`src/periph_params.svh`:
```
// build constants shared by the audio and joystick blocks, included by packages and RTL
`ifndef PERIPH_PARAMS_SVH
`define PERIPH_PARAMS_SVH

// system clock in hz
// the i2s divider compares its 32 bit accumulator against this
`define PERIPH_CLK_HZ 32'd27_000_000

// audio sample rate in hz
`define PERIPH_I2S_FREQ 48_000

// bits per channel word
// the bit counter in audio_pkg is sized for up to 31
`define PERIPH_AUDIO_DW 16

// length of the joystick scan chain
// two pads of six buttons each
`define PERIPH_JOY_BITS 12

// system cycles per half period of joystick clock
`define PERIPH_JOY_DIV 4

`endif

```
`src/audio_pkg.sv`:
```
// audio datapath types, imported by the sample buffer, the serializer and the top level
`default_nettype none

`include "periph_params.svh"

package audio_pkg;

	// one channel word, two's complement
	typedef logic signed [`PERIPH_AUDIO_DW-1:0] audio_sample_t;

	// position of the current bit inside a channel word
	// counts 0 up to word width minus one
	typedef logic [4:0] audio_bit_cnt_t;

endpackage

`default_nettype wire

```
`src/joy_pkg.sv`:
```
// joystick button types and scan word layout, imported by the joystick reader and top level
`default_nettype none

`include "periph_params.svh"

package joy_pkg;

	// one pad, fields in shift order, msb arrives first
	// active high once decoded
	typedef struct packed {
		logic up;
		logic down;
		logic left;
		logic right;
		logic fire1;
		logic fire2;
	} joy_buttons_t;

	// pad 1 shifts out ahead of pad 2
	typedef struct packed {
		joy_buttons_t joy1;
		joy_buttons_t joy2;
	} joy_pads_t;

	// same twelve bits seen two ways
	// raw is the shift word, oldest bit at the top
	typedef union packed {
		logic [`PERIPH_JOY_BITS-1:0] raw;
		joy_pads_t pads;
	} joy_scan_u;

endpackage

`default_nettype wire

```
`src/audio_sample_buffer.sv`:
```
// four-phase req/ack sample receiver with a one-entry stereo buffer feeding the i2s serializer
`timescale 1ns/100ps
`default_nettype none

module audio_sample_buffer (
	input wire clk,
	input wire reset,
	input wire sample_req_i,
	input wire audio_pkg::audio_sample_t sample_left_i,
	input wire audio_pkg::audio_sample_t sample_right_i,
	output logic sample_ack_o,
	input wire take_i,
	output logic pending_valid_o,
	output audio_pkg::audio_sample_t pending_left_o,
	output audio_pkg::audio_sample_t pending_right_o
);
	import audio_pkg::*;

	logic full_q;
	logic capture;

	// new handshake only with ack low and a free slot
	// a full buffer leaves ack low, host waits
	assign capture = sample_req_i & ~sample_ack_o & ~full_q;

	assign pending_valid_o = full_q;

	always_ff @(posedge clk) begin
		if (reset) begin
			sample_ack_o <= 1'b0;
			full_q <= 1'b0;
		end else begin
			if (capture) begin
				sample_ack_o <= 1'b1;
			end else if (~sample_req_i) begin
				// req seen low, close the handshake
				sample_ack_o <= 1'b0;
			end

			// capture needs an empty slot so never collides with take
			if (capture) begin
				full_q <= 1'b1;
			end else if (take_i) begin
				full_q <= 1'b0;
			end
		end
	end

	// payload, qualified by full_q
	always_ff @(posedge clk) begin
		if (capture) begin
			pending_left_o <= sample_left_i;
			pending_right_o <= sample_right_i;
		end
	end

endmodule

`default_nettype wire

```
`src/i2s_clock_enable.sv`:
```
// fractional divider making the i2s serial clock enable, instantiated in the peripheral top
`timescale 1ns/100ps
`default_nettype none

`include "periph_params.svh"

module i2s_clock_enable (
	input wire clk,
	input wire reset,
	output logic ce_o
);
	// two edges of sclk per bit, two channels per frame
	localparam logic [31:0] CE_STEP = 32'(`PERIPH_I2S_FREQ * 4 * `PERIPH_AUDIO_DW);

	logic [31:0] acc;
	logic [31:0] acc_next;

	assign acc_next = acc + CE_STEP;

	always_ff @(posedge clk) begin
		if (reset) begin
			acc <= '0;
			ce_o <= 1'b0;
		end else if (acc_next >= `PERIPH_CLK_HZ) begin
			// wrap keeps the remainder, spacing averages out
			acc <= acc_next - `PERIPH_CLK_HZ;
			ce_o <= 1'b1;
		end else begin
			acc <= acc_next;
			ce_o <= 1'b0;
		end
	end

endmodule

`default_nettype wire

```
`src/i2s_serializer.sv`:
```
// i2s frame generator driving sclk, lrclk and sdata from the buffered stereo sample
`timescale 1ns/100ps
`default_nettype none

`include "periph_params.svh"

module i2s_serializer (
	input wire clk,
	input wire reset,
	input wire ce_i,
	input wire pending_valid_i,
	input wire audio_pkg::audio_sample_t pending_left_i,
	input wire audio_pkg::audio_sample_t pending_right_i,
	output logic take_o,
	output logic i2s_sclk_o,
	output logic i2s_lrclk_o,
	output logic i2s_sdata_o
);
	import audio_pkg::*;

	localparam int DW = `PERIPH_AUDIO_DW;
	localparam audio_bit_cnt_t LAST_BIT = audio_bit_cnt_t'(DW - 1);

	audio_bit_cnt_t bit_cnt;
	audio_sample_t left_q;
	audio_sample_t right_q;
	audio_sample_t shift_q;
	audio_sample_t frame_left;
	audio_sample_t frame_right;
	logic fall;
	logic word_end;

	// sdata only moves on the falling sclk edge
	assign fall = ce_i & i2s_sclk_o;
	assign word_end = fall & (bit_cnt == LAST_BIT);

	// lrclk about to drop means frame start
	assign take_o = word_end & i2s_lrclk_o;

	// empty buffer repeats the last frame
	assign frame_left = pending_valid_i ? pending_left_i : left_q;
	assign frame_right = pending_valid_i ? pending_right_i : right_q;

	always_ff @(posedge clk) begin
		if (reset) begin
			// last bit of a right word, so the first fall opens a frame
			bit_cnt <= LAST_BIT;
			i2s_sclk_o <= 1'b1;
			i2s_lrclk_o <= 1'b1;
			i2s_sdata_o <= 1'b1;
			// silence until the host delivers
			left_q <= '0;
			right_q <= '0;
		end else begin
			if (ce_i) begin
				i2s_sclk_o <= ~i2s_sclk_o;
			end

			if (word_end) begin
				bit_cnt <= '0;
				i2s_lrclk_o <= ~i2s_lrclk_o;
				if (i2s_lrclk_o) begin
					// left half, latch the whole frame now
					left_q <= frame_left;
					right_q <= frame_right;
					i2s_sdata_o <= frame_left[DW-1];
					shift_q <= frame_left << 1;
				end else begin
					i2s_sdata_o <= right_q[DW-1];
					shift_q <= right_q << 1;
				end
			end else if (fall) begin
				bit_cnt <= bit_cnt + 1'b1;
				i2s_sdata_o <= shift_q[DW-1];
				shift_q <= shift_q << 1;
			end
		end
	end

endmodule

`default_nettype wire

```
`src/joy_shift_reader.sv`:
```
// serial reader for two 6-button joysticks behind an external load/clock/data shift chain
`timescale 1ns/100ps
`default_nettype none

`include "periph_params.svh"

module joy_shift_reader (
	input wire clk,
	input wire reset,
	input wire joy_data_i,
	output logic joy_clk_o,
	output logic joy_load_o,
	output logic joy_update_o,
	output joy_pkg::joy_buttons_t joy1_o,
	output joy_pkg::joy_buttons_t joy2_o
);
	import joy_pkg::*;

	localparam int DIV_W = $clog2(`PERIPH_JOY_DIV + 1);
	localparam logic [DIV_W-1:0] DIV_LAST = DIV_W'(`PERIPH_JOY_DIV - 1);
	// phase 1 load low, 2 clock low, then rise on odd phases up to the last
	localparam logic [4:0] LAST_PHASE = 5'(2 * `PERIPH_JOY_BITS + 1);

	logic [DIV_W-1:0] div_cnt;
	logic half_tick;
	logic [4:0] phase;
	logic [4:0] phase_next;
	joy_scan_u scan_q;

	assign half_tick = (div_cnt == DIV_LAST);

	// phase 0 only follows reset, scans then run back to back
	assign phase_next = (phase == LAST_PHASE) ? 5'd1 : phase + 5'd1;

	always_ff @(posedge clk) begin
		if (reset) begin
			div_cnt <= '0;
			phase <= '0;
			joy_clk_o <= 1'b1;
			joy_load_o <= 1'b1;
			joy_update_o <= 1'b0;
			joy1_o <= '0;
			joy2_o <= '0;
		end else begin
			joy_update_o <= 1'b0;
			div_cnt <= half_tick ? '0 : div_cnt + 1'b1;

			if (half_tick) begin
				phase <= phase_next;

				if (phase == LAST_PHASE) begin
					// chain is inverted, pressed reads low
					joy_update_o <= 1'b1;
					joy1_o <= ~scan_q.pads.joy1;
					joy2_o <= ~scan_q.pads.joy2;
				end

				if (phase_next == 5'd1) begin
					joy_load_o <= 1'b0;
				end else if (phase_next == 5'd2) begin
					joy_load_o <= 1'b1;
					joy_clk_o <= 1'b0;
				end else begin
					joy_clk_o <= phase_next[0];
				end
			end
		end
	end

	// bit present before the rising edge, chain shifts after it
	always_ff @(posedge clk) begin
		if (half_tick && phase_next[0] && phase_next != 5'd1) begin
			scan_q.raw <= {scan_q.raw[`PERIPH_JOY_BITS-2:0], joy_data_i};
		end
	end

endmodule

`default_nettype wire

```
`src/neptuno_periph_top.sv`:
```
// peripheral top level joining the i2s audio master and the joystick reader for the board
`timescale 1ns/100ps
`default_nettype none

module neptuno_periph_top (
	input wire clk,
	input wire reset,

	// host sample port, four-phase
	input wire sample_req_i,
	input wire audio_pkg::audio_sample_t sample_left_i,
	input wire audio_pkg::audio_sample_t sample_right_i,
	output logic sample_ack_o,

	// i2s pins
	output logic i2s_sclk_o,
	output logic i2s_lrclk_o,
	output logic i2s_sdata_o,

	// joystick chain pins
	input wire joy_data_i,
	output logic joy_clk_o,
	output logic joy_load_o,

	// decoded buttons
	output logic joy_update_o,
	output joy_pkg::joy_buttons_t joy1_o,
	output joy_pkg::joy_buttons_t joy2_o
);
	import audio_pkg::*;

	logic ce;
	logic take;
	logic pending_valid;
	audio_sample_t pending_left;
	audio_sample_t pending_right;

	i2s_clock_enable i_i2s_clock_enable (
		.clk (clk),
		.reset (reset),
		.ce_o (ce)
	);

	audio_sample_buffer i_audio_sample_buffer (
		.clk (clk),
		.reset (reset),
		.sample_req_i (sample_req_i),
		.sample_left_i (sample_left_i),
		.sample_right_i (sample_right_i),
		.sample_ack_o (sample_ack_o),
		.take_i (take),
		.pending_valid_o (pending_valid),
		.pending_left_o (pending_left),
		.pending_right_o (pending_right)
	);

	i2s_serializer i_i2s_serializer (
		.clk (clk),
		.reset (reset),
		.ce_i (ce),
		.pending_valid_i (pending_valid),
		.pending_left_i (pending_left),
		.pending_right_i (pending_right),
		.take_o (take),
		.i2s_sclk_o (i2s_sclk_o),
		.i2s_lrclk_o (i2s_lrclk_o),
		.i2s_sdata_o (i2s_sdata_o)
	);

	joy_shift_reader i_joy_shift_reader (
		.clk (clk),
		.reset (reset),
		.joy_data_i (joy_data_i),
		.joy_clk_o (joy_clk_o),
		.joy_load_o (joy_load_o),
		.joy_update_o (joy_update_o),
		.joy1_o (joy1_o),
		.joy2_o (joy2_o)
	);

endmodule

`default_nettype wire

```
`config.mk`:
```
export PLATFORM = sky130hd
export DESIGN_NAME = neptuno_periph_top
export DESIGN_NICKNAME = d
export VERILOG_FILES = /design/src/audio_pkg.sv /design/src/joy_pkg.sv /design/src/audio_sample_buffer.sv /design/src/i2s_clock_enable.sv /design/src/i2s_serializer.sv /design/src/joy_shift_reader.sv /design/src/neptuno_periph_top.sv
export VERILOG_INCLUDE_DIRS = /design/src
export SDC_FILE = /design/constraint.sdc
export NUM_CORES = 1
export LEC_CHECK = 0
export BUFFER_PORTS_ARGS = -buffer_cell sky130_fd_sc_hd__buf_2
export CORE_UTILIZATION = 50
export DETAILED_ROUTE_END_ITERATION = 16
export GPL_TIMING_DRIVEN = 1
export PLACE_DENSITY = 0.79
export SYNTH_ARGS = -nofsm -noshare
export SYNTH_HDL_FRONTEND = slang
export SYNTH_SLANG_ARGS = --single-unit
```
`constraint.sdc`:
```
create_clock -name clk -period 11.4 [get_ports clk]
set_input_delay 2.28 -clock clk [delete_from_list [all_inputs] [get_ports clk]]
set_output_delay 2.28 -clock clk [all_outputs]
set_load 0.01 [all_outputs]
```
==> results.py <==
metrics = {
    "status": {
        "status": "completed",
    },
    "sta": {
        "finalCritPeriodShare_pct": 34.2,
        "finalMaxSlewViolations": 0,
        "rsz0062_at_grt": "false",
        "min_period_ps": 3900,
        "finClkSkew_ps": 12.5,
        "slew_headroom_pct": 13.4,
        "setup_violations": 0,
        "worstMarginPinSlew_ps": 1300,
        "setup_tns_ps": 0,
        "hold_violations": 0,
        "max_clock_freq_mhz": 256,
    },
    "cells_and_area": {
        "fillers": 1143,
        "num_antenna_cells": 0,
        "syn2layout_area_growth_pct": 12.7,
        "drive_above_1_share_pct": 16.0,
        "utilization_pct": 58.0,
        "final_nets": 781,
    },
    "drt": {
        "vias": 5319,
        "ant_nets": 0,
        "routed_via_density": 5.74,
        "drt_iter0_markers": 399,
        "first_pass_iters": 5,
        "drc": 0,
        "totalWireLength_mm": 14.4,
        "wl_per_cell_um": 15.5,
    },
    "global_routing": {
        "track_usage_pct": 21.0,
        "grt_pass1_wl_mm": 24.0,
        "grt.met2_usage_pct": 34.1,
        "grtUsageMet1_pct": 26.5,
        "grt-ovfl-total": 0,
        "grt_pass1_vias": 5155,
        "top_usage_layer": "met2",
        "use_met3_pct": 5.51,
        "antenna_found_initial": 0,
        "grt_max_degree": 88,
    },
    "critical_path": {
        "rrSetupSlack_ps": 7500,
        "crit_family": "simple AND/OR/NAND/NOR gates",
        "cp_max_fo": 18,
        "cp.required_ps": 11700,
        "slowest_stage": "a31oi_1",
        "timing.rr.end": "i_i2s_clock_enable.acc[15]",
        "end_kind": "flop",
        "slowest_delay_ps": 820,
        "r2r_cells": 10,
        "critPathLaunchType": "flop",
        "critPathArrivalTime_ps": 4200,
        "path_class": "flop to flop",
        "reg2reg_from": "i_i2s_clock_enable.acc[13]",
        "path_cells": "inv_1, ha_1, nand2b_4, a21boi_2, nor4_1, nor3_2, a31oi_1, nand3_4, a21boi_1, mux2_1",
        "worst-path-buf-inv": 1,
    },
    "floorplanning": {
        "start_util_pct": 51.5,
        "dieArea_um2": 14200,
        "core_region_area_um2": 13300,
        "rows": 42,
        "pin_count": 55,
        "dieWidth_um": 119,
        "die_y_um": 119,
    },
    "power": {
        "p_switching_mw": 0.672,
        "vdd_drop_max_mv": 0.124,
        "switching_share_pct": 35.6,
        "seq_power_share_pct": 39.0,
        "p_leak_nw": 2.87,
        "clkPwrFrac_pct": 29.2,
        "p_comb_share_pct": 31.7,
        "power_density_nw_per_um2": 244,
        "intPower_mw": 1.22,
    },
    "cts": {
        "cts-root-buf": "clkbuf_16",
        "htree_num_levels": 4,
        "numCtsBuffers": 17,
        "cts.sinks": 151,
        "cts_max_path_buffers": 2,
        "clk_pin_slew_ps": 60,
        "ctsHoldBuffers": 0,
        "post_cts_buffers": 0,
        "post_cts_resized": 0,
        "clkLatencyLatePin_ps": 420,
        "cts_tree": "yes",
    },
    "min_path": {
        "min_to": "i_joy_shift_reader.joy1_o[5]",
        "hold_path.class": "flop to flop",
        "hp-start": "i_joy_shift_reader.scan_q[11]",
        "hold_depth": 1,
    },
    "synth": {
        "synth_top_area_share_pct": 26.8,
        "syn-cell-area_um2": 6870,
        "synth_flop_cell": "dfxtp_1",
        "avgSynthCellArea_um2": 9.75,
        "yosysMostFrequentCell": "nand2_1",
        "synthCells": 705,
        "yosys-top-cells-area": "dfxtp_1 (27%), edfxtp_1 (26%), nand2_1 (6.9%), a21oi_1 (4.2%), o21ai_0 (3.6%)",
        "synth.net_count": 749,
        "post-synth-top-area-cell": "dfxtp_1",
        "async_flop_share_pct": 0,
        "synth_edf_count": 59,
        "synth_cell_types": 77,
        "seq_area_frac_synth_pct": 52.6,
        "synth_common_cells": "nand2_1 (126), dfxtp_1 (92), edfxtp_1 (59)",
        "synth_seq_cells": 151,
        "ys_warn_count": 0,
    },
    "flow_run": {
        "drv_cap": 0,
    },
    "place": {
        "dpl.hpwl_mm": 9.41,
        "portBuffers": 54,
        "place_congestion": 0.847,
    },
}
-- metrics by stage --
step	cells	setup slack [ps]	power [mW]	instance area (um2)	hold WS [ps]
3_5_place_dp	894	7190	1.34	7150	423
5_1_grt	926	7140	1.99	7740	439
2_1_floorplan	705	6230	1.22	6870	398
4_1_cts	926	7510	1.89	7740	431
3_3_place_gp	894	7300	1.30	7150	407
6_report	926	7500	1.89	7740	432
-- kinds of logic after synthesis --
| group | share of synthesized area, % |
|---|---|
| simple gates | 19.0 |
| xor+xnor | 2.53 |
| compound gates | 17.6 |
| mux | 2.64 |
| flops | 52.6 |
| fa+ha+maj | 1.46 |
| buf+inv | 4.15 |
-- cell type report --
| type | instances | area [um2] | share of cell area (%) |
|---|---|---|---|
| tap | 176 | 220 | 2.84 |
| multi-input combinational | 498 | 2980 | 38.5 |
| clock buffer | 19 | 443 | 5.72 |
| clock inverter | 13 | 145 | 1.87 |
| timing repair buffer | 58 | 300 | 3.88 |
| inverter | 11 | 41.3 | 0.533 |
| sequential | 151 | 3610 | 46.7 |
-- sequential cells by signal (all words and copies together) (netlist names) --
signal	count
i_joy_shift_reader.div_cnt	3
i_i2s_serializer.shift_q	15
i_joy_shift_reader.phase	5
i_joy_shift_reader.joy1_o	6
i_joy_shift_reader.joy_clk_o	1
i_audio_sample_buffer.pending_valid_o	1
i_joy_shift_reader.joy2_o	6
i_joy_shift_reader.scan_q	12
i_i2s_serializer.i2s_lrclk_o	1
i_i2s_serializer.left_q	16
i_i2s_serializer.bit_cnt	5
i_joy_shift_reader.joy_update_o	1
i_i2s_serializer.i2s_sclk_o	1
i_i2s_clock_enable.ce_o	1
i_i2s_clock_enable.acc	26
i_i2s_serializer.i2s_sdata_o	1
i_joy_shift_reader.joy_load_o	1
i_audio_sample_buffer.sample_ack_o	1
i_audio_sample_buffer.pending_left_o	16
i_audio_sample_buffer.pending_right_o	16
i_i2s_serializer.right_q	16
-- cell usage in the layout, fill, tap and decap left out, types with 4 or more instances in the layout --
master,Yosys,layout
o21ai_0,50,50
inv_1,11,11
ha_1,8,8
clkbuf_16,0,17
or3_1,6,6
nand3_1,13,13
xnor2_1,10,10
buf_4,2,4
xor2_1,8,8
a31oi_1,8,8
and3_1,13,13
a21oi_1,57,57
inv_6,0,5
mux2i_1,17,17
buf_2,2,54
nor3_1,14,14
and2_1,5,5
a211oi_1,14,14
edfxtp_1,59,59
dfxtp_1,92,92
a211o_1,5,5
o21a_1,4,4
nor2_1,54,54
nand2_1,126,126
a21o_1,6,6
-- how the worst max path moves through the flow --
stage               depth (start not counted)  slack [ps]                       start                                       to
finish                                     10        7500  i_i2s_clock_enable.acc[13]               i_i2s_clock_enable.acc[15]
global placement                            3        7300                       reset             i_i2s_serializer.shift_q[15]
detailed placement                          3        7190                       reset              i_i2s_serializer.shift_q[2]
floorplan                                   1        6230                sample_req_i  i_audio_sample_buffer.pending_left_o[0]
CTS                                        10        7510  i_i2s_clock_enable.acc[13]               i_i2s_clock_enable.acc[15]
global route                               10        7140  i_i2s_clock_enable.acc[13]               i_i2s_clock_enable.acc[15]
-- layer usage --
layer / vias up / wire length (um) / part of all wire, %
li1: 2593 / - / -
met1: 2534 / 6400 / 45
met3: 34 / 687 / 4.8
met4: 0 / 323 / 2.3
met5: - / 0 / 0
met2: 158 / 6940 / 48
-- worst reg2reg max path, cell delays in order (launching register included) --
cell	delay (ps)
dfxtp_1	510
inv_1	90
ha_1	300
nand2b_4	170
a21boi_2	120
nor4_1	710
nor3_2	110
a31oi_1	820
nand3_4	380
a21boi_1	240
mux2_1	340
-- power by group through the flow --
stage	sequential (mW)	combinational, mW	clock (mW)
after floorplan	0.711	0.511	0
after global placement	0.738	0.562	0
after detailed placement	0.746	0.590	0
after CTS	0.735	0.596	0.558
after global routing	0.747	0.667	0.580
final	0.738	0.600	0.553
Note: power is estimated with default switching activity, not from simulation.
